### src/bus_pkg.sv
// Bus sizes, crossbar indexes and address rules; rule end addresses are exclusive
`default_nettype none

package bus_pkg;

  // ------------------------------------------------------------
  // Widths and counts
  // ------------------------------------------------------------
  localparam int unsigned ADDR_W = 32;
  localparam int unsigned DATA_W = 32;

  localparam int unsigned SYS_NMASTER  = 2;
  localparam int unsigned EXT_NMASTER  = 1;
  localparam int unsigned XBAR_NMASTER = SYS_NMASTER + EXT_NMASTER;
  localparam int unsigned EXT_NSLAVE   = 2;

  localparam int unsigned SLV_IDX_W = (EXT_NSLAVE > 1) ? $clog2(EXT_NSLAVE) : 1;
  localparam int unsigned MST_IDX_W = (XBAR_NMASTER > 1) ? $clog2(XBAR_NMASTER) : 1;

  // Rule index field, wide enough for any target count used here
  localparam int unsigned RULE_IDX_W = 4;

  // ------------------------------------------------------------
  // Master positions and forward router outputs
  // ------------------------------------------------------------
  localparam int unsigned CORE_DATA_IDX = 0;
  localparam int unsigned DMA_IDX       = 1;

  localparam int unsigned FWD_INT_IDX = 0;
  localparam int unsigned FWD_EXT_IDX = 1;

  // Outstanding transfers per demux and order queue depth
  localparam int unsigned MAX_PENDING = 4;
  localparam int unsigned ORDER_DEPTH = 4;

  typedef struct packed {
    logic [RULE_IDX_W-1:0] idx;
    logic [ADDR_W-1:0]     start_addr;
    logic [ADDR_W-1:0]     end_addr;
  } addr_rule_t;

  // External address window seen by the forward router
  localparam addr_rule_t FWD_EXT_RULE = '{
    idx:        RULE_IDX_W'(FWD_EXT_IDX),
    start_addr: 32'h4000_0000,
    end_addr:   32'h8000_0000
  };

endpackage

`default_nettype wire

### src/ext_bus.sv
// External bus top; a single external master, which reaches the crossbar only inside FWD_EXT_RULE
`default_nettype none

module ext_bus (
  input  wire logic                                                clk_i,
  input  wire logic                                                rst_ni,
  input  wire bus_pkg::addr_rule_t [bus_pkg::EXT_NSLAVE-1:0]       addr_map_i,
  input  wire logic [bus_pkg::SLV_IDX_W-1:0]                       default_idx_i,

  // Core data master
  input  wire logic                                                core_req_i,
  input  wire logic                                                core_we_i,
  input  wire logic [bus_pkg::ADDR_W-1:0]                          core_addr_i,
  input  wire logic [bus_pkg::DATA_W-1:0]                          core_wdata_i,
  output logic                                                     core_gnt_o,
  output logic                                                     core_rvalid_o,
  output logic [bus_pkg::DATA_W-1:0]                               core_rdata_o,

  // DMA master
  input  wire logic                                                dma_req_i,
  input  wire logic                                                dma_we_i,
  input  wire logic [bus_pkg::ADDR_W-1:0]                          dma_addr_i,
  input  wire logic [bus_pkg::DATA_W-1:0]                          dma_wdata_i,
  output logic                                                     dma_gnt_o,
  output logic                                                     dma_rvalid_o,
  output logic [bus_pkg::DATA_W-1:0]                               dma_rdata_o,

  // External master
  input  wire logic                                                ext_mst_req_i,
  input  wire logic                                                ext_mst_we_i,
  input  wire logic [bus_pkg::ADDR_W-1:0]                          ext_mst_addr_i,
  input  wire logic [bus_pkg::DATA_W-1:0]                          ext_mst_wdata_i,
  output logic                                                     ext_mst_gnt_o,
  output logic                                                     ext_mst_rvalid_o,
  output logic [bus_pkg::DATA_W-1:0]                               ext_mst_rdata_o,

  // Internal slave port of the microcontroller
  output logic                                                     int_slv_req_o,
  output logic                                                     int_slv_we_o,
  output logic [bus_pkg::ADDR_W-1:0]                               int_slv_addr_o,
  output logic [bus_pkg::DATA_W-1:0]                               int_slv_wdata_o,
  input  wire logic                                                int_slv_gnt_i,
  input  wire logic                                                int_slv_rvalid_i,
  input  wire logic [bus_pkg::DATA_W-1:0]                          int_slv_rdata_i,

  // External slaves
  output logic [bus_pkg::EXT_NSLAVE-1:0]                           ext_slv_req_o,
  output logic [bus_pkg::EXT_NSLAVE-1:0]                           ext_slv_we_o,
  output logic [bus_pkg::EXT_NSLAVE-1:0][bus_pkg::ADDR_W-1:0]      ext_slv_addr_o,
  output logic [bus_pkg::EXT_NSLAVE-1:0][bus_pkg::DATA_W-1:0]      ext_slv_wdata_o,
  input  wire logic [bus_pkg::EXT_NSLAVE-1:0]                      ext_slv_gnt_i,
  input  wire logic [bus_pkg::EXT_NSLAVE-1:0]                      ext_slv_rvalid_i,
  input  wire logic [bus_pkg::EXT_NSLAVE-1:0][bus_pkg::DATA_W-1:0] ext_slv_rdata_i
);

  localparam int unsigned NM      = bus_pkg::XBAR_NMASTER;
  localparam int unsigned EXT_POS = bus_pkg::SYS_NMASTER;
  localparam int unsigned F_INT   = bus_pkg::FWD_INT_IDX;
  localparam int unsigned F_EXT   = bus_pkg::FWD_EXT_IDX;

  logic [NM-1:0]                      mst_req, mst_we, mst_gnt, mst_rvalid;
  logic [NM-1:0][bus_pkg::ADDR_W-1:0] mst_addr;
  logic [NM-1:0][bus_pkg::DATA_W-1:0] mst_wdata, mst_rdata;

  logic [1:0]                      fwd_req, fwd_we, fwd_gnt, fwd_rvalid;
  logic [1:0][bus_pkg::ADDR_W-1:0] fwd_addr;
  logic [1:0][bus_pkg::DATA_W-1:0] fwd_wdata, fwd_rdata;

  // ------------------------------------------------------------
  // Crossbar master ports
  // ------------------------------------------------------------
  assign mst_req[bus_pkg::CORE_DATA_IDX]   = core_req_i;
  assign mst_we[bus_pkg::CORE_DATA_IDX]    = core_we_i;
  assign mst_addr[bus_pkg::CORE_DATA_IDX]  = core_addr_i;
  assign mst_wdata[bus_pkg::CORE_DATA_IDX] = core_wdata_i;
  assign core_gnt_o    = mst_gnt[bus_pkg::CORE_DATA_IDX];
  assign core_rvalid_o = mst_rvalid[bus_pkg::CORE_DATA_IDX];
  assign core_rdata_o  = mst_rdata[bus_pkg::CORE_DATA_IDX];

  assign mst_req[bus_pkg::DMA_IDX]   = dma_req_i;
  assign mst_we[bus_pkg::DMA_IDX]    = dma_we_i;
  assign mst_addr[bus_pkg::DMA_IDX]  = dma_addr_i;
  assign mst_wdata[bus_pkg::DMA_IDX] = dma_wdata_i;
  assign dma_gnt_o    = mst_gnt[bus_pkg::DMA_IDX];
  assign dma_rvalid_o = mst_rvalid[bus_pkg::DMA_IDX];
  assign dma_rdata_o  = mst_rdata[bus_pkg::DMA_IDX];

  // External master enters the crossbar after the system masters
  assign mst_req[EXT_POS]   = fwd_req[F_EXT];
  assign mst_we[EXT_POS]    = fwd_we[F_EXT];
  assign mst_addr[EXT_POS]  = fwd_addr[F_EXT];
  assign mst_wdata[EXT_POS] = fwd_wdata[F_EXT];
  assign fwd_gnt[F_EXT]     = mst_gnt[EXT_POS];
  assign fwd_rvalid[F_EXT]  = mst_rvalid[EXT_POS];
  assign fwd_rdata[F_EXT]   = mst_rdata[EXT_POS];

  assign int_slv_req_o     = fwd_req[F_INT];
  assign int_slv_we_o      = fwd_we[F_INT];
  assign int_slv_addr_o    = fwd_addr[F_INT];
  assign int_slv_wdata_o   = fwd_wdata[F_INT];
  assign fwd_gnt[F_INT]    = int_slv_gnt_i;
  assign fwd_rvalid[F_INT] = int_slv_rvalid_i;
  assign fwd_rdata[F_INT]  = int_slv_rdata_i;

  // ------------------------------------------------------------
  // Forward router and crossbar
  // ------------------------------------------------------------
  obi_demux #(
    .NTARGET (2),
    .NRULES  (1),
    .IDX_W   (1)
  ) u_fwd_router (
    .clk_i         (clk_i),
    .rst_ni        (rst_ni),
    .rules_i       (bus_pkg::FWD_EXT_RULE),
    .default_idx_i (1'(bus_pkg::FWD_INT_IDX)),
    .req_i         (ext_mst_req_i),
    .we_i          (ext_mst_we_i),
    .addr_i        (ext_mst_addr_i),
    .wdata_i       (ext_mst_wdata_i),
    .gnt_o         (ext_mst_gnt_o),
    .rvalid_o      (ext_mst_rvalid_o),
    .rdata_o       (ext_mst_rdata_o),
    .req_o         (fwd_req),
    .we_o          (fwd_we),
    .addr_o        (fwd_addr),
    .wdata_o       (fwd_wdata),
    .gnt_i         (fwd_gnt),
    .rvalid_i      (fwd_rvalid),
    .rdata_i       (fwd_rdata)
  );

  ext_xbar u_ext_xbar (
    .clk_i         (clk_i),
    .rst_ni        (rst_ni),
    .addr_map_i    (addr_map_i),
    .default_idx_i (default_idx_i),
    .req_i         (mst_req),
    .we_i          (mst_we),
    .addr_i        (mst_addr),
    .wdata_i       (mst_wdata),
    .gnt_o         (mst_gnt),
    .rvalid_o      (mst_rvalid),
    .rdata_o       (mst_rdata),
    .req_o         (ext_slv_req_o),
    .we_o          (ext_slv_we_o),
    .addr_o        (ext_slv_addr_o),
    .wdata_o       (ext_slv_wdata_o),
    .gnt_i         (ext_slv_gnt_i),
    .rvalid_i      (ext_slv_rvalid_i),
    .rdata_i       (ext_slv_rdata_i)
  );

endmodule

`default_nettype wire

### src/ext_xbar.sv
// Full crossbar of XBAR_NMASTER masters onto EXT_NSLAVE slaves, no added request latency
`default_nettype none

module ext_xbar (
  input  wire logic                                                  clk_i,
  input  wire logic                                                  rst_ni,
  input  wire bus_pkg::addr_rule_t [bus_pkg::EXT_NSLAVE-1:0]         addr_map_i,
  input  wire logic [bus_pkg::SLV_IDX_W-1:0]                         default_idx_i,
  input  wire logic [bus_pkg::XBAR_NMASTER-1:0]                      req_i,
  input  wire logic [bus_pkg::XBAR_NMASTER-1:0]                      we_i,
  input  wire logic [bus_pkg::XBAR_NMASTER-1:0][bus_pkg::ADDR_W-1:0] addr_i,
  input  wire logic [bus_pkg::XBAR_NMASTER-1:0][bus_pkg::DATA_W-1:0] wdata_i,
  output logic [bus_pkg::XBAR_NMASTER-1:0]                           gnt_o,
  output logic [bus_pkg::XBAR_NMASTER-1:0]                           rvalid_o,
  output logic [bus_pkg::XBAR_NMASTER-1:0][bus_pkg::DATA_W-1:0]      rdata_o,
  output logic [bus_pkg::EXT_NSLAVE-1:0]                             req_o,
  output logic [bus_pkg::EXT_NSLAVE-1:0]                             we_o,
  output logic [bus_pkg::EXT_NSLAVE-1:0][bus_pkg::ADDR_W-1:0]        addr_o,
  output logic [bus_pkg::EXT_NSLAVE-1:0][bus_pkg::DATA_W-1:0]        wdata_o,
  input  wire logic [bus_pkg::EXT_NSLAVE-1:0]                        gnt_i,
  input  wire logic [bus_pkg::EXT_NSLAVE-1:0]                        rvalid_i,
  input  wire logic [bus_pkg::EXT_NSLAVE-1:0][bus_pkg::DATA_W-1:0]   rdata_i
);

  localparam int unsigned NM = bus_pkg::XBAR_NMASTER;
  localparam int unsigned NS = bus_pkg::EXT_NSLAVE;

  // Demux side, indexed [master][slave]
  logic [NM-1:0][NS-1:0]                      dmx_req, dmx_we, dmx_gnt, dmx_rvalid;
  logic [NM-1:0][NS-1:0][bus_pkg::ADDR_W-1:0] dmx_addr;
  logic [NM-1:0][NS-1:0][bus_pkg::DATA_W-1:0] dmx_wdata, dmx_rdata;

  // Arbiter side, indexed [slave][master]
  logic [NS-1:0][NM-1:0]                      arb_req, arb_we, arb_gnt, arb_rvalid;
  logic [NS-1:0][NM-1:0][bus_pkg::ADDR_W-1:0] arb_addr;
  logic [NS-1:0][NM-1:0][bus_pkg::DATA_W-1:0] arb_wdata, arb_rdata;

  for (genvar m = 0; m < NM; m++) begin : gen_demux
    obi_demux #(
      .NTARGET (NS),
      .NRULES  (NS),
      .IDX_W   (bus_pkg::SLV_IDX_W)
    ) u_demux (
      .clk_i         (clk_i),
      .rst_ni        (rst_ni),
      .rules_i       (addr_map_i),
      .default_idx_i (default_idx_i),
      .req_i         (req_i[m]),
      .we_i          (we_i[m]),
      .addr_i        (addr_i[m]),
      .wdata_i       (wdata_i[m]),
      .gnt_o         (gnt_o[m]),
      .rvalid_o      (rvalid_o[m]),
      .rdata_o       (rdata_o[m]),
      .req_o         (dmx_req[m]),
      .we_o          (dmx_we[m]),
      .addr_o        (dmx_addr[m]),
      .wdata_o       (dmx_wdata[m]),
      .gnt_i         (dmx_gnt[m]),
      .rvalid_i      (dmx_rvalid[m]),
      .rdata_i       (dmx_rdata[m])
    );
  end

  // Transposed mesh between demuxes and arbiters
  for (genvar s = 0; s < NS; s++) begin : gen_mesh_s
    for (genvar m = 0; m < NM; m++) begin : gen_mesh_m
      assign arb_req[s][m]    = dmx_req[m][s];
      assign arb_we[s][m]     = dmx_we[m][s];
      assign arb_addr[s][m]   = dmx_addr[m][s];
      assign arb_wdata[s][m]  = dmx_wdata[m][s];
      assign dmx_gnt[m][s]    = arb_gnt[s][m];
      assign dmx_rvalid[m][s] = arb_rvalid[s][m];
      assign dmx_rdata[m][s]  = arb_rdata[s][m];
    end
  end

  for (genvar s = 0; s < NS; s++) begin : gen_arbiter
    obi_rr_arbiter #(
      .NMASTER (NM),
      .IDX_W   (bus_pkg::MST_IDX_W)
    ) u_arbiter (
      .clk_i    (clk_i),
      .rst_ni   (rst_ni),
      .req_i    (arb_req[s]),
      .we_i     (arb_we[s]),
      .addr_i   (arb_addr[s]),
      .wdata_i  (arb_wdata[s]),
      .gnt_o    (arb_gnt[s]),
      .rvalid_o (arb_rvalid[s]),
      .rdata_o  (arb_rdata[s]),
      .req_o    (req_o[s]),
      .we_o     (we_o[s]),
      .addr_o   (addr_o[s]),
      .wdata_o  (wdata_o[s]),
      .gnt_i    (gnt_i[s]),
      .rvalid_i (rvalid_i[s]),
      .rdata_i  (rdata_i[s])
    );
  end

endmodule

`default_nettype wire

### src/obi_demux.sv
// One-to-N router; IDX_W must not exceed the rule index width, a target change waits for drain
`default_nettype none

module obi_demux #(
  parameter int unsigned NTARGET = 2,
  parameter int unsigned NRULES  = 1,
  parameter int unsigned IDX_W   = bus_pkg::SLV_IDX_W
) (
  input  wire logic                                   clk_i,
  input  wire logic                                   rst_ni,
  input  wire bus_pkg::addr_rule_t [NRULES-1:0]       rules_i,
  input  wire logic [IDX_W-1:0]                       default_idx_i,
  input  wire logic                                   req_i,
  input  wire logic                                   we_i,
  input  wire logic [bus_pkg::ADDR_W-1:0]             addr_i,
  input  wire logic [bus_pkg::DATA_W-1:0]             wdata_i,
  output logic                                        gnt_o,
  output logic                                        rvalid_o,
  output logic [bus_pkg::DATA_W-1:0]                  rdata_o,
  output logic [NTARGET-1:0]                          req_o,
  output logic [NTARGET-1:0]                          we_o,
  output logic [NTARGET-1:0][bus_pkg::ADDR_W-1:0]     addr_o,
  output logic [NTARGET-1:0][bus_pkg::DATA_W-1:0]     wdata_o,
  input  wire logic [NTARGET-1:0]                     gnt_i,
  input  wire logic [NTARGET-1:0]                     rvalid_i,
  input  wire logic [NTARGET-1:0][bus_pkg::DATA_W-1:0] rdata_i
);

  localparam int unsigned CNT_W = $clog2(bus_pkg::MAX_PENDING + 1);

  logic [IDX_W-1:0] sel_idx;
  logic [IDX_W-1:0] cur_idx_q;
  logic [CNT_W-1:0] pending_q;
  logic             can_issue;
  logic             accept;

  // Address decode, later rules take priority
  always_comb begin
    sel_idx = default_idx_i;
    for (int r = 0; r < NRULES; r++) begin
      if (addr_i >= rules_i[r].start_addr && addr_i < rules_i[r].end_addr) begin
        sel_idx = rules_i[r].idx[IDX_W-1:0];
      end
    end
  end

  // Same target as the pending transfers, or nothing pending
  assign can_issue = ((pending_q == '0) || (sel_idx == cur_idx_q)) &&
                     (pending_q < CNT_W'(bus_pkg::MAX_PENDING));

  always_comb begin
    for (int t = 0; t < NTARGET; t++) begin
      req_o[t]   = req_i && can_issue && (sel_idx == IDX_W'(t));
      we_o[t]    = we_i;
      addr_o[t]  = addr_i;
      wdata_o[t] = wdata_i;
    end
  end

  assign gnt_o  = req_i && can_issue && gnt_i[sel_idx];
  assign accept = gnt_o;

  // Responses can only come from the target of the pending transfers
  assign rvalid_o = rvalid_i[cur_idx_q];
  assign rdata_o  = rdata_i[cur_idx_q];

  always_ff @(posedge clk_i or negedge rst_ni) begin
    if (!rst_ni) begin
      pending_q <= '0;
      cur_idx_q <= '0;
    end else begin
      if (accept) begin
        cur_idx_q <= sel_idx;
      end
      case ({accept, rvalid_o})
        2'b10:   pending_q <= pending_q + 1'b1;
        2'b01:   pending_q <= pending_q - 1'b1;
        default: pending_q <= pending_q;
      endcase
    end
  end

endmodule

`default_nettype wire

### src/obi_rr_arbiter.sv
// N-to-one round robin arbiter; slave must answer in request order, req held while queue is full
`default_nettype none

module obi_rr_arbiter #(
  parameter int unsigned NMASTER = 3,
  parameter int unsigned IDX_W   = bus_pkg::MST_IDX_W
) (
  input  wire logic                                    clk_i,
  input  wire logic                                    rst_ni,
  input  wire logic [NMASTER-1:0]                      req_i,
  input  wire logic [NMASTER-1:0]                      we_i,
  input  wire logic [NMASTER-1:0][bus_pkg::ADDR_W-1:0] addr_i,
  input  wire logic [NMASTER-1:0][bus_pkg::DATA_W-1:0] wdata_i,
  output logic [NMASTER-1:0]                           gnt_o,
  output logic [NMASTER-1:0]                           rvalid_o,
  output logic [NMASTER-1:0][bus_pkg::DATA_W-1:0]      rdata_o,
  output logic                                         req_o,
  output logic                                         we_o,
  output logic [bus_pkg::ADDR_W-1:0]                   addr_o,
  output logic [bus_pkg::DATA_W-1:0]                   wdata_o,
  input  wire logic                                    gnt_i,
  input  wire logic                                    rvalid_i,
  input  wire logic [bus_pkg::DATA_W-1:0]              rdata_i
);

  localparam int unsigned DEPTH = bus_pkg::ORDER_DEPTH;
  localparam int unsigned PTR_W = (DEPTH > 1) ? $clog2(DEPTH) : 1;
  localparam int unsigned CNT_W = $clog2(DEPTH + 1);

  logic [IDX_W-1:0] prio_q;
  logic [IDX_W-1:0] winner;
  logic             found;
  logic             push;
  logic             pop;
  logic             full;
  logic [IDX_W-1:0] order_mem [DEPTH];
  logic [PTR_W-1:0] wr_ptr_q;
  logic [PTR_W-1:0] rd_ptr_q;
  logic [CNT_W-1:0] count_q;
  logic [IDX_W-1:0] head_idx;

  // ------------------------------------------------------------
  // Round robin pick, starting at the priority pointer
  // ------------------------------------------------------------
  always_comb begin
    int unsigned cand;
    winner = '0;
    found  = 1'b0;
    for (int unsigned k = 0; k < NMASTER; k++) begin
      cand = (int'(prio_q) + k) % NMASTER;
      if (!found && req_i[cand]) begin
        winner = IDX_W'(cand);
        found  = 1'b1;
      end
    end
  end

  assign full    = (count_q == CNT_W'(DEPTH));
  assign req_o   = found && !full;
  assign we_o    = we_i[winner];
  assign addr_o  = addr_i[winner];
  assign wdata_o = wdata_i[winner];

  assign push     = req_o && gnt_i;
  assign pop      = rvalid_i;
  assign head_idx = order_mem[rd_ptr_q];

  always_comb begin
    for (int m = 0; m < NMASTER; m++) begin
      gnt_o[m]    = push && (winner == IDX_W'(m));
      rvalid_o[m] = rvalid_i && (head_idx == IDX_W'(m));
      rdata_o[m]  = rdata_i;
    end
  end

  // ------------------------------------------------------------
  // Order queue of granted master indexes
  // ------------------------------------------------------------
  always_ff @(posedge clk_i) begin
    if (push) begin
      order_mem[wr_ptr_q] <= winner;
    end
  end

  always_ff @(posedge clk_i or negedge rst_ni) begin
    if (!rst_ni) begin
      prio_q   <= '0;
      wr_ptr_q <= '0;
      rd_ptr_q <= '0;
      count_q  <= '0;
    end else begin
      if (push) begin
        prio_q   <= (int'(winner) == NMASTER - 1) ? '0 : winner + 1'b1;
        wr_ptr_q <= (int'(wr_ptr_q) == DEPTH - 1) ? '0 : wr_ptr_q + 1'b1;
      end
      if (pop) begin
        rd_ptr_q <= (int'(rd_ptr_q) == DEPTH - 1) ? '0 : rd_ptr_q + 1'b1;
      end
      case ({push, pop})
        2'b10:   count_q <= count_q + 1'b1;
        2'b01:   count_q <= count_q - 1'b1;
        default: count_q <= count_q;
      endcase
    end
  end

endmodule

`default_nettype wire

### config.mk
export PLATFORM = sky130hd
export DESIGN_NAME = ext_bus
export DESIGN_NICKNAME = d
export VERILOG_FILES = /design/src/bus_pkg.sv /design/src/ext_bus.sv /design/src/ext_xbar.sv /design/src/obi_demux.sv /design/src/obi_rr_arbiter.sv
export SDC_FILE = /design/constraint.sdc
export NUM_CORES = 1
export LEC_CHECK = 0
export BUFFER_PORTS_ARGS = -buffer_cell sky130_fd_sc_hd__buf_2
export CAP_MARGIN = 20
export CORE_AREA = 2 2 285 287
export DETAILED_ROUTE_END_ITERATION = 10
export DIE_AREA = 0 0 287 289
export PLACE_DENSITY = 0.51
export SETUP_SLACK_MARGIN = 0.2
export SLEW_MARGIN = 20
export SYNTH_ARGS = -nofsm -noshare
export SYNTH_HDL_FRONTEND = slang
export SYNTH_SLANG_ARGS = --single-unit
### constraint.sdc
create_clock -name clk_i -period 5.5 [get_ports clk_i]
set_clock_uncertainty 0.1 [all_clocks]
set_input_delay 0.275 -clock clk_i [delete_from_list [all_inputs] [get_ports clk_i]]
set_output_delay 0.275 -clock clk_i [all_outputs]
set_load 0.005 [all_outputs]
==> results.yml, run 1 <==
sta:
  fin_crit_sh_pct: 90.96
  tightest_slew_ns: 0.8056
  hold_slack_ns: -0.03434
  rsz0062_at_grt: "yes"
  finalSetupTns_ns: 0
  slew_headroom_pct: 46.29
  drv_slew: 0
  setup_viol: 0
  fin_ws_ns: 0.4973
  clock.fmax_mhz: 199.9
  finalHoldViolations: 34
  fin_crit_ns: 5.003
synthesis:
  netlist.area_leader.share_pct: 31.78
  ys_seq_area_share_pct: 8.496
  ys_ff_latch: 50
  avgSynthCellArea_um2: 7.983
  synthFlopType: "dfrtp_1"
  yosys.area.top_type: "ha_1"
  synth-edff-count: 16
  synth_xor_area_share_pct: 1.006
  syn_area_um2: 15670
  yosys-top-cells-area: "ha_1 (32%), a22oi_1 (6.1%), inv_1 (5.5%)"
  synth_mux_area_share_pct: 8.025
  ys_top_cells_by_count: "ha_1 (398), inv_1 (228), a21oi_1 (153)"
  synth_cells: 1963
  synth_compound_area_share_pct: 28.19
  postSynth.asyncResetShare_pct: 68.00
  synthAdderAreaFrac_pct: 32.62
  synth_warnings: 0
  ys_types: 75
  synth_simple_gate_area_share_pct: 11.12
  syn-num-nets: 2806
  yosysMostFrequentCell: "ha_1"
  synth_top_family_by_area: "adder cells"
setup_path:
  path_cells: "buf_2, buf_4, ha_1, nand4_1, nor2_1, and3_1, o41ai_1, buf_4, a211oi_1, buf_4, o2111ai_1, buf_4, a31o_2, a211oi_4, buf_4, buf_4, buf_4, a22oi_1, o31ai_1, buf_2"
  r2r-start: "u_ext_xbar.gen_demux[0].u_demux.cur_idx_q"
  critical_path_required_ns: 5.12
  cpMaxStageDelayCell: "and3_1"
  cpMostUsedCell: "buf_4"
  timing.rr.end: "u_ext_xbar.gen_demux[0].u_demux.pending_q[2]"
  cp_max_fo: 27
  critical_path_arrival_ns: 4.63
  crit_start: "ext_mst_addr_i[29]"
  critPathCaptureType: "output port"
  worst-r2r-setup-slack_ns: 1.94
  cp-endpoint: "ext_slv_addr_o[17]"
  r2r_cells: 14
  crit_path_max_incr_delay_ns: 0.37
  crit_type: "in -> out"
  critPathLaunchType: "input port"
clocking:
  insertion_delay_ns: 0.29
  cts_made_buffers: 5
  numClockSinks: 50
  cts_buffer_depth: 2
  htreeDepth: 2
  hold_buffers: 0
  cts_tree: "yes"
  cts_root_buf: "clkbuf_16"
  clk_pin_slew_ns: 0.06
placement:
  dp_slack_ns: 0.01269
  io_buffers: 732
  dp_hpwl_mm: 68.96
  gp_congestion: 0.8940
power:
  p_int_mw: 2.048
  p_leak_nw: 10.79
  seqPwrFrac_pct: 16.1
  switchingPower_mw: 1.892
  p_total_mw: 3.940
  p_clk_share_pct: 8.1
  swShare_pct: 48.03
  p_per_area_nw_per_um2: 187.6
  p_comb_share_pct: 75.9
  ir_worst_vdd_v: 0.0001326
route:
  vias: 17890
  antenna_left: 0
  drt_first_pass_iters: 6
  post-route-drc-count: 0
  drt-wirelength-per-cell_um: 21.45
  vias_per_cell: 4.794
  drt_iter0_markers: 1140
  wirelength_mm: 80.04
finish:
  final_util_pct: 26.29
  register_area_um2: 1336
  drive_gt1_share_pct: 35.42
  fill_cells: 8898
  syn_to_final_growth_pct: 34.03
  finish.net_count: 3510
  multi_input_area_um2: 12740
global_routing:
  grt_overflow: 0
  grt_antenna_before_repair: 15
  grt_max_degree: 80
  grt_pass1_wl_mm: 112.2
  grt_use_total_pct: 18.02
  grt_pass1_vias: 16890
die:
  initial_utilization_pct: 19.61
  core-area_um2: 79900
  die-area_um2: 82940
  fp.dieH_um: 289
  rows: 104
  ios: 739
  die_w_um: 287
hold_path:
  hold_class: "in -> async"
status:
  violations: "hold timing"
  status: "complete, but fails checks"
flow_run:
  max_cap_viol_count: 0
-- final cells by class --
type / instances / area share [%]
antenna: 4 / 0.04766
multi-input combinational: 1544 / 60.65
sequential: 50 / 6.362
clock inverter: 2 / 0.05957
timing repair buffer: 838 / 21.83
tap: 1060 / 6.315
clock buffer: 6 / 0.6613
inverter: 228 / 4.075
-- state kept, by name, indices dropped and copies added, names as in the netlist --
signal and cells:
u_ext_xbar.gen_arbiter.u_arbiter.order_mem 16, u_fwd_router.pending_q 3, u_ext_xbar.gen_demux.u_demux.cur_idx_q 3, u_ext_xbar.gen_demux.u_demux.pending_q 9, u_ext_xbar.gen_arbiter.u_arbiter.count_q 6, u_ext_xbar.gen_arbiter.u_arbiter.prio_q 4, u_ext_xbar.gen_arbiter.u_arbiter.rd_ptr_q 4, u_ext_xbar.gen_arbiter.u_arbiter.wr_ptr_q 4
u_fwd_router.cur_idx_q 1
-- power by group through the flow --
stage               Clock, mW  Sequential, mW  Combinational, mW
floorplan                   0           0.607               1.70
global placement            0           0.642               2.98
detailed placement          0           0.640               3.00
CTS                     0.331           0.636               3.01
global route            0.341           0.656               3.33
finish                  0.317           0.634               2.99
-- worst max-delay path, delay by kind of cell --
kind / cells / cell delay (ns)
fa+ha+maj: 1 / 0.31
simple gates: 3 / 0.81
buf+inv: 9 / 1.80
compound gates: 7 / 1.39
-- cell usage in the layout, fill, tap and decap left out, drive strengths merged, types with 5 or more instances in the layout --
cell	netlist	layout
a2111oi	15	15
a211o	12	12
a211oi	19	19
a21o	40	40
a21oi	153	153
a221o	8	8
a221oi	5	5
a22o	5	5
a22oi	128	128
a31oi	9	9
and2	16	16
and3	12	12
and4	11	11
buf	88	838
clkbuf	53	6
dfrtp	34	34
edfxtp	16	16
fa	6	6
ha	398	398
inv	228	228
mux2	74	74
mux2i	33	33
nand2	93	93
nand2b	13	13
nand3	33	33
nand4	46	46
nor2	88	88
nor2b	10	10
nor3	13	13
nor4	7	7
o2111ai	9	9
o211ai	12	12
o21a	12	12
o21ai	128	128
o31ai	67	67
xnor2	6	6
xor2	12	12
-- how the worst min path moves through the flow --
stage | start | to
5_1_grt | rst_ni | u_ext_xbar.gen_arbiter[0].u_arbiter.count_q[2]
3_5_place_dp | rst_ni | u_ext_xbar.gen_arbiter[0].u_arbiter.count_q[0]
2_1_floorplan | rst_ni | u_ext_xbar.gen_arbiter[0].u_arbiter.count_q[0]
6_report | rst_ni | u_ext_xbar.gen_arbiter[0].u_arbiter.count_q[2]
3_3_place_gp | rst_ni | u_ext_xbar.gen_arbiter[0].u_arbiter.count_q[0]
4_1_cts | rst_ni | u_ext_xbar.gen_arbiter[1].u_arbiter.wr_ptr_q[1]
-- kinds of logic (layout without fill, tap and decap cells) --
family	count (synthesis)	after routing
AOI/OAI and AO/OA	657	657
adders and majority gates	405	405
buffers and inverters	369	1074
and+or+nand+nor	353	353
muxes	111	111
DFF	50	50
xor gates and xnor gates	18	18
other	0	4
-- stage by stage --
step                cell area, µm²  std cells
floorplan                    15670       1963
global placement             20810       3720
detailed placement           20810       3720
CTS                          20970       3728
global route                 21000       3731
finish                       21000       3732
-- what timing repair did --
action	CTS	global route
cloned	0	0
gates resized for setup	2	6
endpoints found under the setup margin	7	129
setup buffers	0	0
-- layer usage --
metal  share of wire, %  global-route usage [%]
met1                 44                   23.81
met2                 48                   30.95
met3                6.4                   2.480
met4                1.8                   4.076
met5              0.086                       0
Note: power is estimated with default switching activity, not from simulation.
==> inputs of run 2 (changes only) <==
--- a/config.mk
+++ b/config.mk
@@ -7,9 +7,9 @@
 export LEC_CHECK = 0
 export BUFFER_PORTS_ARGS = -buffer_cell sky130_fd_sc_hd__buf_2
 export CAP_MARGIN = 20
-export CORE_AREA = 2 2 285 287
+export CORE_AREA = 2 2 288 290
 export DETAILED_ROUTE_END_ITERATION = 10
-export DIE_AREA = 0 0 287 289
+export DIE_AREA = 0 0 290 292
 export PLACE_DENSITY = 0.51
 export SETUP_SLACK_MARGIN = 0.2
 export SLEW_MARGIN = 20
==> results.yml, run 2 (synthesized netlist as in run 1, its figures left out) <==
finish:
  largest_reg_flops: 16
  top_register: "u_ext_xbar.gen_arbiter.u_arbiter.order_mem"
  postLayoutCellArea_um2: 20760
  mostFrequentLayoutCells: "buf_2 (732), ha_1 (398), inv_1 (228), a21oi_1 (153)"
  top_regs: "u_ext_xbar.gen_arbiter.u_arbiter.order_mem (16), u_ext_xbar.gen_demux.u_demux.pending_q (9), u_ext_xbar.gen_arbiter.u_arbiter.count_q (6)"
  syn_to_final_growth_pct: 32.47
  final_common_cell: "buf_2"
  final_util_pct: 25.44
  finish.net_count: 3475
  drive_gt1_share_pct: 34.49
sta:
  tightest_slew_ns: 0.8220
  fin_crit_ns: 5.069
  drv_slew: 0
  rsz0062_at_grt: "no"
  fin_ws_ns: 0.4315
  slew_headroom_pct: 45.20
  setup_viol: 0
  finalHoldViolations: 34
  clock.fmax_mhz: 197.3
  finalSetupTns_ns: 0
  fin_crit_sh_pct: 92.16
  hold_slack_ns: -0.03974
die:
  initial_utilization_pct: 19.21
  ios: 739
  die_w_um: 290
  fp.dieH_um: 292
  rows: 105
  die-area_um2: 84680
  core-area_um2: 81580
setup_path:
  critPathLaunchType: "input port"
  cp-endpoint: "ext_slv_wdata_o[45]"
  cpMaxStageDelayCell: "a211oi_2"
  cp_max_fo: 26
  r2r_cells: 13
  worst-r2r-setup-slack_ns: 1.94
  crit_start: "addr_map_i[78]"
  crit_path_max_incr_delay_ns: 0.50
  path_buf_inv: 6
  critPathCaptureType: "output port"
  crit_type: "in -> out"
  critical_path_required_ns: 5.12
  critical_path_arrival_ns: 4.69
  cp.depth: 18
  timing.rr.end: "u_ext_xbar.gen_demux[0].u_demux.pending_q[2]"
  path_delay_family: "compound AO/OA/AOI/OAI gates"
  r2r-start: "u_ext_xbar.gen_demux[0].u_demux.cur_idx_q"
  path_cells: "buf_2, inv_1, ha_1, a21oi_1, a21boi_0, a2111oi_0, a31oi_1, a2111oi_1, a2bb2oi_1, a211oi_2, o21a_1, nor3_2, buf_4, buf_4, or2_2, buf_12, o21ai_0, buf_2"
hold_path:
  hold_class: "in -> async"
clocking:
  cts_buffer_depth: 2
  cts_root_buf: "clkbuf_16"
  cts_made_buffers: 5
  numClockSinks: 50
  post_cts.repair.setup_buffers: 0
  cts_tree: "yes"
  hold_buffers: 0
  insertion_delay_ns: 0.30
  htreeDepth: 2
  clk_pin_slew_ns: 0.07
placement:
  dp_slack_ns: 0.07406
  dp_hpwl_mm: 67.38
  gp_congestion: 0.8977
  io_buffers: 732
  place_area_um2: 20560
global_routing:
  grt_max_degree: 68
  grt_pass1_vias: 17100
  grt_pass1_wl_mm: 113.1
  grt_antenna_before_repair: 16
  grt_use_total_pct: 17.58
  grt_overflow: 0
flow_run:
  max_cap_viol_count: 0
power:
  p_leak_nw: 10.62
  ir_worst_vdd_v: 0.0001353
  p_total_mw: 3.911
  p_per_area_nw_per_um2: 188.4
route:
  antenna_left: 0
  post-route-drc-count: 0
  wirelength_mm: 78.22
  vias: 17820
  drt-wirelength-per-cell_um: 21.09
  drt_first_pass_iters: 6
  vias_per_cell: 4.805
  drt_iter0_markers: 1240
status:
  violations: "hold timing"
  status: "complete, but fails checks"
==> run 2: final cells by class <==
class | instances | area [µm²]
multi-input combinational | 1544 | 12720
antenna | 6 | 15.01
inverter | 228 | 855.8
tap | 1070 | 1339
sequential | 50 | 1336
timing repair buffer | 803 | 4322
fill | 9006 | 60830
clock inverter | 2 | 17.52
clock buffer | 6 | 150.1
==> run 2: worst register-to-register path: stages (launching register included) <==
cell and delay [ns]:
dfrtp_2 0.35, buf_4 0.43, inv_1 0.16, o21ai_0 0.45, o21ai_0 0.25, a211oi_4 0.39
nor2_1 0.09, a21oi_1 0.25, ha_1 0.20, inv_1 0.05, fa_1 0.37, xor2_1 0.15
nor2_1 0.11, xor2_1 0.14
==> run 2: metrics by stage <==
step,std cells,hold WS (ns)
3_5_place_dp,3695,0.3326
3_3_place_gp,3695,0.3310
5_1_grt,3706,0.02567
2_1_floorplan,1963,-0.1206
6_report,3709,-0.03974
4_1_cts,3703,0.01132
==> run 2: worst min-delay path by stage <==
stage	from	end	slack [ns]	depth (start not counted)
3_5_place_dp	rst_ni	u_ext_xbar.gen_arbiter[0].u_arbiter.count_q[0]	0.33	1
5_1_grt	rst_ni	u_ext_xbar.gen_arbiter[0].u_arbiter.count_q[0]	0.03	1
6_report	rst_ni	u_ext_xbar.gen_arbiter[0].u_arbiter.count_q[0]	-0.04	1
3_3_place_gp	rst_ni	u_ext_xbar.gen_arbiter[0].u_arbiter.count_q[0]	0.33	1
2_1_floorplan	rst_ni	u_ext_xbar.gen_arbiter[0].u_arbiter.count_q[0]	-0.12	0
4_1_cts	rst_ni	u_ext_xbar.gen_arbiter[0].u_arbiter.count_q[0]	0.01	1
==> run 2: layer usage <==
layer | global-route usage (%) | part of all wire, % | vias up
li1 | - | - | 8689
met1 | 22.66 | 44 | 8326
met2 | 30.63 | 48 | 695
met3 | 2.535 | 5.9 | 92
met4 | 4.408 | 2.6 | 18
met5 | 0 | 0.14 | -
==> run 2: repair_timing <==
action | 4_1_cts | 5_1_grt
pin swaps | 0 | 0
endpoints found under the setup margin | 2 | 115
gates resized for setup | 1 | 4
==> run 2: where the power goes <==
part | switching [mW] | leakage, nW | internal (mW)
Clock | 0.151 | 0.0845 | 0.200
Combinational | 1.61 | 9.99 | 1.31
Sequential | 0.118 | 0.553 | 0.516
==> inputs of run 3 (changes only) <==
--- a/config.mk
+++ b/config.mk
@@ -7,12 +7,13 @@
 export LEC_CHECK = 0
 export BUFFER_PORTS_ARGS = -buffer_cell sky130_fd_sc_hd__buf_2
 export CAP_MARGIN = 20
-export CORE_AREA = 2 2 288 290
+export CORE_AREA = 2 2 290 292
 export DETAILED_ROUTE_END_ITERATION = 10
-export DIE_AREA = 0 0 290 292
-export PLACE_DENSITY = 0.51
+export DIE_AREA = 0 0 292 294
+export PLACE_DENSITY = 0.61
 export SETUP_SLACK_MARGIN = 0.2
 export SLEW_MARGIN = 20
 export SYNTH_ARGS = -nofsm -noshare
 export SYNTH_HDL_FRONTEND = slang
+export SYNTH_HIERARCHICAL = 1
 export SYNTH_SLANG_ARGS = --single-unit
==> results.yml, run 3 <==
setup_path:
  crit_type: "in -> out"
  crit_path_max_incr_delay_ns: 0.68
  path_buf_inv: 7
  critPathLaunchType: "input port"
  path_cells: "buf_2, inv_1, ha_1, nand4_1, nor4_1, buf_4, a221oi_2, o21ai_0, buf_4, a31oi_4, nor4b_4, o31ai_4, buf_12, and3_2, mux2_1, a222oi_1, and3_4, buf_4, o21ai_0, o211ai_1, buf_2"
  critPathCaptureType: "output port"
  r2r_cells: 22
  path_delay_family: "buffers and inverters"
  worst-r2r-setup-slack_ns: 1.22
  critical_path_required_ns: 5.12
  timing.rr.end: "u_fwd_router/pending_q[2]"
  cpMostUsedCell: "buf_4"
  critical_path_arrival_ns: 5.18
  cpMaxStageDelayCell: "buf_4"
  r2r-start: "u_fwd_router/pending_q[2]"
  cp_max_fo: 65
power:
  ir_worst_vdd_v: 0.0001844
  p_leak_nw: 14.83
  p_per_area_nw_per_um2: 178.7
  p_clk_share_pct: 6.2
  switchingPower_mw: 2.432
  swShare_pct: 49.15
  p_int_mw: 2.516
  seqPwrFrac_pct: 12.9
  p_comb_share_pct: 80.9
sta:
  rsz0062_at_grt: "yes"
  slew_headroom_pct: 38.35
  finalSetupTns_ns: -0.08962
  tightest_slew_ns: 0.9247
  hold_slack_ns: -0.01186
  clock.fmax_mhz: 180.1
  finalHoldViolations: 11
  drv_slew: 0
  fin_crit_ns: 5.553
  setup_viol: 4
  fin_crit_sh_pct: 101.0
  fin_ws_ns: -0.05324
die:
  initial_utilization_pct: 29.06
  rows: 106
  fp.dieH_um: 294
  die_w_um: 292
  ios: 739
  die-area_um2: 85850
  core-area_um2: 82890
global_routing:
  grt_antenna_before_repair: 36
  grt_overflow: 0
  grt_use_total_pct: 21.34
  grt_pass1_vias: 21820
  grt_pass1_wl_mm: 137.8
  grt_max_degree: 66
synthesis:
  synthFlopType: "dfrtp_1"
  yosys-top-cells-area: "ha_1 (24%), buf_4 (22%), inv_1 (8.4%)"
  ys_ff_latch: 50
  synth_warnings: 6
  synth-edff-count: 16
  syn_area_um2: 24080
  ys_types: 80
  avgSynthCellArea_um2: 7.607
  postSynth.asyncResetShare_pct: 68.00
  yosysMostFrequentCell: "buf_4"
  ys_seq_area_share_pct: 5.528
  synth_cells: 3166
  yosys.area.top_type: "ha_1"
  ys_top_cells_by_count: "buf_4 (714), inv_1 (539), ha_1 (463)"
  netlist.area_leader.share_pct: 24.05
route:
  vias: 22750
  wl_met2_mm: 46.75
  wl_met1_mm: 38.49
  drt_first_pass_iters: 8
  drt_iter0_markers: 1340
  post-route-drc-count: 0
  antenna_left: 0
  wirelength_mm: 97.85
  top_layer: "met5"
  wl_met3_mm: 8.353
  vias_per_cell: 4.888
  drt-wirelength-per-cell_um: 21.02
flow_run:
  max_cap_viol_count: 0
finish:
  final_common_cell: "buf_2"
  finish.net_count: 4464
  mostFrequentLayoutCells: "buf_2 (714), inv_1 (526), ha_1 (442), buf_4 (359), o21ai_0 (202)"
  syn_to_final_growth_pct: 14.99
  fill_cells: 8820
  top_regs: "u_ext_xbar/gen_arbiter.u_arbiter/order_mem (16), u_ext_xbar/gen_demux.u_demux/pending_q (9), u_ext_xbar/gen_arbiter.u_arbiter/count_q (6)"
  drive_gt1_share_pct: 39.22
  largest_reg_flops: 16
  top_register: "u_ext_xbar/gen_arbiter.u_arbiter/order_mem"
  final_util_pct: 33.41
  postLayoutCellArea_um2: 27700
  finalNonFillerCells: 4654
clocking:
  cts_tree: "yes"
  cts_made_buffers: 5
  htreeDepth: 2
  cts_buffer_depth: 2
  numClockSinks: 50
  insertion_delay_ns: 0.29
  clk_pin_slew_ns: 0.07
  cts_root_buf: "clkbuf_16"
status:
  status: "complete, but fails checks"
  violations: "hold timing, setup timing"
placement:
  io_buffers: 732
  dp_hpwl_mm: 83.51
  dp.cells: 4600
  gp_congestion: 0.9797
  place_area_um2: 26580
hold_path:
  hold_class: "in -> async"
-- run 3: cell count changes after synthesis, moves of 62 or more --
| cell | previous run | this run |
|---|---|---|
| o31ai_1 | 67 | 3 |
| a21boi_0 | 3 | 65 |
| ha_1 | 398 | 463 |
| o21ai_0 | 128 | 209 |
| a22oi_1 | 128 | 1 |
| buf_4 | 70 | 714 |
| inv_1 | 228 | 539 |
| mux2_2 | 73 | 143 |
-- run 3: per-layer routing --
metal  global-route usage, %  up-vias
li1                        -    10980
met3                   4.569      181
met5                       0        -
met1                   25.29    10570
met2                   37.87      997
met4                   7.355       20
-- run 3: area by class of cell --
class	instances	area, µm²	share of cell area [%]
clock inverter	2	15.01	0.05421
multi-input combinational	1846	15940	57.55
sequential	50	1336	4.825
tap	1080	1351	4.879
clock buffer	6	128.9	0.4653
antenna	17	42.54	0.1536
timing repair buffer	1114	6834	24.68
inverter	539	2048	7.396
-- run 3: power groups by stage --
stage | clock network, mW | logic, mW | registers [mW]
after floorplan | 0 | 2.33 | 0.614
after global placement | 0 | 3.77 | 0.638
after detailed placement | 0 | 3.79 | 0.641
after CTS | 0.314 | 3.87 | 0.635
after global routing | 0.328 | 4.35 | 0.657
final | 0.307 | 4.00 | 0.637
-- run 3: stage by stage --
stage               total power [mW]  setup WS [ns]
CTS                            4.816       0.006219
finish                         4.948       -0.05324
detailed placement             4.431        -0.6944
global placement               4.412        -0.6643
global route                   5.336        -0.2101
floorplan                      2.943       -0.03240
-- run 3: worst max path at each step --
stage	start	to	slack [ns]	cells after the start
after CTS	core_addr_i[13]	u_fwd_router/pending_q[2]	0.006	28
after global placement	core_addr_i[23]	u_fwd_router/pending_q[2]	-0.66	27
final	addr_map_i[63]	ext_slv_addr_o[22]	-0.05	21
after detailed placement	core_addr_i[23]	u_fwd_router/pending_q[2]	-0.69	27
after global routing	core_addr_i[0]	u_fwd_router/pending_q[2]	-0.21	30
after floorplan	addr_map_i[42]	u_fwd_router/pending_q[2]	-0.03	27
-- run 3: logic make-up after synthesis --
family | share of synthesized area (%)
compound gates | 20.87
xor+xnor | 0.6909
fa+ha+maj | 24.55
buf+inv | 32.21
flops | 5.528
mux | 7.761
other cells | 0.03118
simple gates | 8.349
-- run 3: what timing repair did --
item	4_1_cts	5_1_grt
endpoints found under the setup margin	145	145
hold buffers	0	0
pin swaps	22	40
resized for setup	48	96
setup buffers	6	23
